[config.mk]
export PLATFORM = sky130hd
export DESIGN_NAME = thor_ifetch_top
export DESIGN_NICKNAME = d
export VERILOG_FILES = /design/src/thor_pkg.sv /design/src/thor_inslength.sv /design/src/thor_fetch_buffer.sv /design/src/thor_ins_align.sv /design/src/thor_ifetch_top.sv
export SDC_FILE = /design/constraint.sdc
export NUM_CORES = 1
export LEC_CHECK = 0
export ABC_AREA = 0
export BUFFER_PORTS_ARGS = -buffer_cell sky130_fd_sc_hd__buf_2
export CORE_MARGIN = 2
export CORE_UTILIZATION = 62
export CTS_CLUSTER_DIAMETER = 100
export DETAILED_ROUTE_END_ITERATION = 10
export GPL_ROUTABILITY_DRIVEN = 1
export PLACE_DENSITY_LB_ADDON = 0.08
export SYNTH_ARGS = -nofsm -noshare
export SYNTH_HDL_FRONTEND = slang
export SYNTH_HIERARCHICAL = 1
export SYNTH_SLANG_ARGS = --single-unit
[constraint.sdc]
create_clock -name clk -period 28.2 [get_ports clk]
set_input_delay 4.23 -clock clk [delete_from_list [all_inputs] [get_ports clk]]
set_output_delay 4.23 -clock clk [all_outputs]
set_load 0.05 [all_outputs]
[src/thor_pkg.sv]
package thor_pkg;

  // ==============================
  // Widths that carry a meaning
  // ==============================

  // A single instruction byte
  typedef logic [7:0]  byte_t;

  // One fetch word as delivered by the fetch source, byte 0 in the low bits
  typedef logic [63:0] fetch_word_t;

  // Instruction window of eight bytes with the opcode in byte 0
  typedef logic [63:0] ins_t;

  // Instruction length in bytes, the decoder only ever returns 2, 4, 6 or 8
  typedef logic [3:0]  ilen_t;

  // Program counter
  typedef logic [31:0] addr_t;

  // Byte count of the fetch buffer, wide enough for a 32 byte buffer
  typedef logic [5:0]  bcnt_t;

  // The longest instruction in bytes
  localparam int MAX_ILEN    = 8;

  // Bytes carried by one fetch word
  localparam int FETCH_BYTES = 8;

  // ==============================
  // Opcodes
  // ==============================

  // Control and basic arithmetic
  localparam byte_t BRK   = 8'h00;
  localparam byte_t R2    = 8'h02;
  localparam byte_t ADDI  = 8'h04;
  localparam byte_t ADDIL = 8'h05;

  // Jumps
  localparam byte_t JMP   = 8'h20;
  localparam byte_t JEQZ  = 8'h22;

  // Immediate extension prefixes
  // Only the even value of each pair lives here, the odd one is base+1
  localparam byte_t EXI8  = 8'h50;
  localparam byte_t EXI24 = 8'h52;
  localparam byte_t EXI40 = 8'h54;
  localparam byte_t EXI56 = 8'h56;
  localparam byte_t EXIM  = 8'h58;

  // Loads and stores
  localparam byte_t LDO   = 8'h60;
  localparam byte_t LDOX  = 8'h68;
  localparam byte_t STO   = 8'h70;

  // Short forms in the top row
  localparam byte_t NOP   = 8'hF1;
  localparam byte_t RTS   = 8'hF2;
  localparam byte_t ENTER = 8'hF4;

endpackage

[src/thor_inslength.sv]
`timescale 1ns/1ns

// Length decoder for the instruction at the head of the fetch buffer.
// Purely combinational, the length comes from the opcode byte alone
module thor_inslength import thor_pkg::*; (
  input  ins_t  ir,
  output ilen_t len
);

  // Opcode is always the first byte of the window
  byte_t opcode;

  assign opcode = ir[7:0];

  // ==============================
  // Opcode to length table
  // ==============================

  always_comb begin
    casez (opcode)
      // Breakpoint is a two byte form
      BRK:       len = 4'd2;

      // Register and immediate forms
      R2:        len = 4'd6;
      ADDI:      len = 4'd4;
      ADDIL:     len = 4'd6;

      // Jumps, the conditional one carries a short displacement
      JMP:       len = 4'd6;
      JEQZ:      len = 4'd4;

      // Each immediate extension comes as an even/odd pair of the same length
      EXI8:      len = 4'd2;
      EXI8 + 1:  len = 4'd2;
      EXI24:     len = 4'd4;
      EXI24 + 1: len = 4'd4;
      EXI40:     len = 4'd6;
      EXI40 + 1: len = 4'd6;
      EXI56:     len = 4'd8;
      EXI56 + 1: len = 4'd8;

      // The multi-word extension fills the whole window
      EXIM:      len = 4'd8;

      // Displacement loads and stores are long, the indexed load is short
      LDO:       len = 4'd6;
      LDOX:      len = 4'd4;
      STO:       len = 4'd6;

      // The whole D row is one family of six byte instructions
      8'hD?:     len = 4'd6;

      // Single byte style operations padded to two bytes
      NOP:       len = 4'd2;
      RTS:       len = 4'd2;

      // Stack frame setup carries a frame size
      ENTER:     len = 4'd4;

      // Anything not listed is treated as the shortest form
      default:   len = 4'd2;
    endcase
  end

endmodule

[src/thor_fetch_buffer.sv]
`timescale 1ns/1ns

// Byte queue between the fetch source and the aligner.
// Oldest byte sits at index 0, new words are appended behind what remains
module thor_fetch_buffer import thor_pkg::*; #(
  parameter int BUF_BYTES = 16
) (
  input  logic        clk,
  input  logic        arst_n,
  input  logic        fetch_valid,
  input  fetch_word_t fetch_data,
  input  logic        flush,
  input  logic        pop,
  input  ilen_t       pop_len,
  output ins_t        head,
  output bcnt_t       count,
  output logic        room,
  output logic        overflow
);

  // Byte storage and its next value
  byte_t buf_q [BUF_BYTES];
  byte_t buf_d [BUF_BYTES];

  // Incoming fetch word split into bytes
  byte_t fw_bytes [FETCH_BYTES];

  bcnt_t count_q;
  bcnt_t count_d;
  bcnt_t pop_n;
  bcnt_t remain;
  logic  push;

  // ==============================
  // Flow control
  // ==============================

  // Room is judged on the count before any pop of this cycle
  assign room = (count_q <= bcnt_t'(BUF_BYTES - FETCH_BYTES));

  // A flush throws away a word strobed in the same cycle
  assign push = fetch_valid & room & ~flush;

  // Bytes leaving the head this cycle and the bytes that stay behind
  assign pop_n  = pop ? bcnt_t'(pop_len) : '0;
  assign remain = count_q - pop_n;

  always_comb begin
    for (int j = 0; j < FETCH_BYTES; j++) begin
      fw_bytes[j] = fetch_data[j*8 +: 8];
    end
  end

  // ==============================
  // Shift and append
  // ==============================

  always_comb begin
    for (int i = 0; i < BUF_BYTES; i++) begin
      // Shift the surviving bytes down to the front
      if (i + int'(pop_n) < BUF_BYTES) begin
        buf_d[i] = buf_q[i + int'(pop_n)];
      end else begin
        buf_d[i] = buf_q[i];
      end
      // The new word lands right behind the last surviving byte
      if (push && (i >= int'(remain)) && (i < int'(remain) + FETCH_BYTES)) begin
        buf_d[i] = fw_bytes[3'(i - int'(remain))];
      end
    end
  end

  always_comb begin
    if (flush) begin
      count_d = '0;
    end else if (push) begin
      count_d = remain + bcnt_t'(FETCH_BYTES);
    end else begin
      count_d = remain;
    end
  end

  // Storage has no reset, bytes at or above count are never looked at
  always_ff @(posedge clk) begin
    buf_q <= buf_d;
  end

  always_ff @(posedge clk or negedge arst_n) begin
    if (!arst_n) begin
      count_q  <= '0;
      overflow <= 1'b0;
    end else begin
      count_q <= count_d;
      // Sticky flag for a source that ignored room
      if (fetch_valid && !room) begin
        overflow <= 1'b1;
      end
    end
  end

  // ==============================
  // Head window
  // ==============================

  // The aligner sees the oldest MAX_ILEN bytes as one instruction window
  always_comb begin
    for (int k = 0; k < MAX_ILEN; k++) begin
      head[k*8 +: 8] = buf_q[k];
    end
  end

  assign count = count_q;

endmodule

[src/thor_ins_align.sv]
`timescale 1ns/1ns

// Aligner at the head of the fetch buffer.
// Issues one whole instruction per cycle at most and tracks its program counter
module thor_ins_align import thor_pkg::*; #(
  parameter addr_t RESET_PC = 32'h0000_1000
) (
  input  logic  clk,
  input  logic  arst_n,
  input  ins_t  head,
  input  bcnt_t count,
  input  logic  redirect,
  input  addr_t redirect_pc,
  output logic  pop,
  output ilen_t pop_len,
  output logic  ins_valid,
  output ins_t  ins,
  output ilen_t ins_len,
  output addr_t ins_pc
);

  // Length of the instruction currently at the head
  ilen_t dec_len;

  // Address of the byte at the head of the buffer
  addr_t pc_q;

  thor_inslength u_inslength (
    .ir  (head),
    .len (dec_len)
  );

  // ==============================
  // Issue decision
  // ==============================

  // Pop once every byte of the head instruction is present.
  // A redirect wins and nothing leaves the buffer in its cycle
  assign pop     = ~redirect & (count != '0) & (count >= bcnt_t'(dec_len));
  assign pop_len = dec_len;

  // ==============================
  // Program counter and issue strobe
  // ==============================

  always_ff @(posedge clk or negedge arst_n) begin
    if (!arst_n) begin
      pc_q      <= RESET_PC;
      ins_valid <= 1'b0;
    end else begin
      ins_valid <= pop;
      if (redirect) begin
        pc_q <= redirect_pc;
      end else if (pop) begin
        // Instructions are contiguous so the next one starts right after
        pc_q <= pc_q + addr_t'(dec_len);
      end
    end
  end

  // Issued payload, captured on the same edge that removes the bytes
  always_ff @(posedge clk) begin
    if (pop) begin
      ins     <= head;
      ins_len <= dec_len;
      ins_pc  <= pc_q;
    end
  end

endmodule

[src/thor_ifetch_top.sv]
`timescale 1ns/1ns

// Instruction aligner subsystem, fetch buffer feeding the head aligner
module thor_ifetch_top import thor_pkg::*; #(
  parameter int    BUF_BYTES = 16,
  parameter addr_t RESET_PC  = 32'h0000_1000
) (
  input  logic        clk,
  input  logic        arst_n,
  input  logic        fetch_valid,
  input  fetch_word_t fetch_data,
  output logic        room,
  input  logic        redirect,
  input  addr_t       redirect_pc,
  output logic        overflow,
  output logic        ins_valid,
  output ins_t        ins,
  output ilen_t       ins_len,
  output addr_t       ins_pc
);

  // Buffer to aligner
  ins_t  head;
  bcnt_t count;

  // Aligner back to buffer
  logic  pop;
  ilen_t pop_len;

  // ==============================
  // Byte buffer
  // ==============================

  // A redirect also empties the buffer
  thor_fetch_buffer #(
    .BUF_BYTES (BUF_BYTES)
  ) u_fetch_buffer (
    .clk         (clk),
    .arst_n      (arst_n),
    .fetch_valid (fetch_valid),
    .fetch_data  (fetch_data),
    .flush       (redirect),
    .pop         (pop),
    .pop_len     (pop_len),
    .head        (head),
    .count       (count),
    .room        (room),
    .overflow    (overflow)
  );

  // ==============================
  // Aligner
  // ==============================

  thor_ins_align #(
    .RESET_PC (RESET_PC)
  ) u_ins_align (
    .clk         (clk),
    .arst_n      (arst_n),
    .head        (head),
    .count       (count),
    .redirect    (redirect),
    .redirect_pc (redirect_pc),
    .pop         (pop),
    .pop_len     (pop_len),
    .ins_valid   (ins_valid),
    .ins         (ins),
    .ins_len     (ins_len),
    .ins_pc      (ins_pc)
  );

endmodule

==> impl_metrics.toml <==
[status]
violations = "slew limit"
status = "finished, violations left"

[yosys]
synth_cells = 1592
synth_top_area_frac = 0.326
synth_ff_type = "edfxtp_1"
syn_nets = 1726
synth_edf_count = 220
yosys.area.top_type = "edfxtp_1"
async_reset_ff_frac = 0.149
syn-cell-area_um2 = 20300
synthTopCellsByCount = "388 x mux2i_1, 220 x edfxtp_1, 128 x mux2_2, 128 x mux4_2, 83 x nand2_1"
avgSynthCellArea_um2 = 12.7
yosys_warnings = 6
ys_top_cells_by_area = "edfxtp_1 33%, mux2i_1 19%, mux4_2 14%"
synth_cell_types = 79
ys_seq_area_frac = 0.383
post-synth-top-count-cell = "mux2i_1"
ys_ff_latch = 268

[layout]
drive_above_1_share = 0.345
syn_to_final_growth_pct = 9.59
fill_cells = 2421
layout.nets = 1815

[setup_path]
path_max_fanout = 32
cp_num_buf_inv = 2
cpPeakStageDelay_ns = 1.03
cp-end-kind = "flop"
worst-endpoint-arrival_ns = 9.49
slowest_stage = "nor3_2"
cp.required_ns = 28.42
worstPathCellList = "buf_2 -> nor2_4 -> nand2_4 -> ha_1 -> a21o_1 -> nor3b_1 -> or2_2 -> inv_1 -> ha_1 -> nor2b_1 -> mux2i_1 -> nor3_1 -> nor3_2 -> a21o_1"
setup.worst_path.class = "input pin to flop"
critical_path.top_delay_family = "simple AND/OR/NAND/NOR gates"
cp-start-kind = "input pin"

[clocking]
clk_pin_slew_ns = 0.06
cts-root-buf = "clkbuf_16"
clock_latency_ns = 0.57
post_cts_buffers = 0
cts_tree = "built"
cts_buffer_depth = 3
cts_resized = 0
hold_buffers = 0
htree_levels = 1
cts.sinks = 268
cts_buffers = 30

[route]
via_per_inst = 6.98
wl_um = 62000
drt_iter0_markers = 2040
postRouteAntennaNets = 0
drcViolationCount = 0
wl_per_cell_um = 28.8
via_count = 15000
dr.pass1.iters = 6

[grt]
grt_use_total = 0.362
overflow = 0
grt_pass1_vias = 13600
grt_pass1_wl_um = 90100
grt_max_degree = 77
grt_antenna_before_repair = 0

[placement]
dp_hpwl_um = 47700
gp_congestion = 1.01
placement.io_buffers = 202
place_ws_ns = 18.43

[die]
io-pin-count = 203
dieArea_um2 = 34100
fp.dieH_um = 185
coreArea_um2 = 32400
rows = 66
start_util = 0.626
die_w_um = 185

[timing]
setup_slack_ns = 18.93
finalSetupTns_ns = 0
relSlewSlack = -2.21
period_share = 0.329
period_needed_ns = 9.27
finalHoldViolCount = 0
rsz0062_at_grt = "false"
setup_violations = 0
max_freq_ghz = 0.108
slew_viol_final = 76
worstMarginPinSlew_ns = 4.81
fin_worst_skew_ns = 0.0127

[flow_run]
drv_cap = 0

[hold_path]
hold_class = "flop to flop"
## path summary, 6_finish.rpt
path	from	end	slack (ns)	cells after the start
max	redirect	u_fetch_buffer/buf_q[16]$_DFFE_PP_	18.93	14
min	u_ins_align/pc_q[2]$_DFFE_PN0P_	u_ins_align/ins_pc[2]$_DFFE_PP_	0.48	0
max reg2reg	u_fetch_buffer/head[5]$_DFF_P_	u_fetch_buffer/buf_q[16]$_DFFE_PP_	19.73	23
min reg2reg	u_ins_align/pc_q[2]$_DFFE_PN0P_	u_ins_align/ins_pc[2]$_DFFE_PP_	0.48	0
max in group asynchronous	arst_n	u_ins_align/pc_q[14]$_DFFE_PN0P_	23.76	1
min in group asynchronous	arst_n	u_fetch_buffer/overflow$_DFFE_PN0P_	3.81	1
## cell type report
class / count / area, um2 / area share
clock inverter: 18 / 214 / 0.00964
inverter: 23 / 86.3 / 0.00389
clock buffer: 38 / 866 / 0.0390
multi-input combinational: 1127 / 11500 / 0.517
timing repair buffer: 231 / 1230 / 0.0553
antenna: 1 / 2.50 / 0.000113
sequential: 268 / 7770 / 0.350
tap: 442 / 553 / 0.0249
## registers in the layout, indices dropped and copies added, names as in the netlist
| signal | count |
|---|---|
| u_ins_align/ins | 64 |
| u_fetch_buffer/head | 64 |
| u_fetch_buffer/overflow | 1 |
| u_ins_align/ins_pc | 32 |
| u_fetch_buffer/buf_q | 64 |
| u_ins_align/ins_valid | 1 |
| u_fetch_buffer/count | 6 |
| u_ins_align/pc_q | 32 |
| u_ins_align/ins_len | 4 |
## cells by family after synthesis
family	after synthesis	share of synthesized area
fa+ha+maj	34	0.0217
compound gates	168	0.0555
other cells	1	0.000185
mux	652	0.411
xor+xnor	14	0.00642
simple gates	258	0.0672
buf+inv	197	0.0545
flops	268	0.383
## through the flow
stage	cell area (um2)	utilization	hold slack (ns)	cells
finish	22200	0.686	0.484	2148
global route	22200	0.686	0.489	2147
CTS	22200	0.686	0.485	2147
detailed placement	21100	0.652	0.462	2091
global placement	21100	0.652	0.452	2091
floorplan	20300	-	0.439	1592
## placed cells by master (no fill, tap or decap), types with 31 or more instances in the layout
| cell type | Yosys | final |
|---|---|---|
| mux2i_1 | 388 | 388 |
| mux4_2 | 128 | 128 |
| a21oi_1 | 32 | 31 |
| buf_2 | 38 | 202 |
| nor2_1 | 54 | 52 |
| nand2_1 | 83 | 82 |
| o21ai_0 | 58 | 57 |
| edfxtp_1 | 220 | 220 |
| dfrtp_1 | 39 | 39 |
| mux2_2 | 128 | 128 |
| clkbuf_16 | 0 | 34 |
## routing by layer
metal,GRT usage,routed length [um],up-vias
met3,0.0860,7930,115
met5,0,0,-
li1,-,-,6387
met4,0.101,2080,0
met2,0.543,26900,1043
met1,0.529,25000,7454
Power is left out: the tool's default activity adds up to more than one toggle a clock period on the data nets, which glitch-free logic cannot reach.
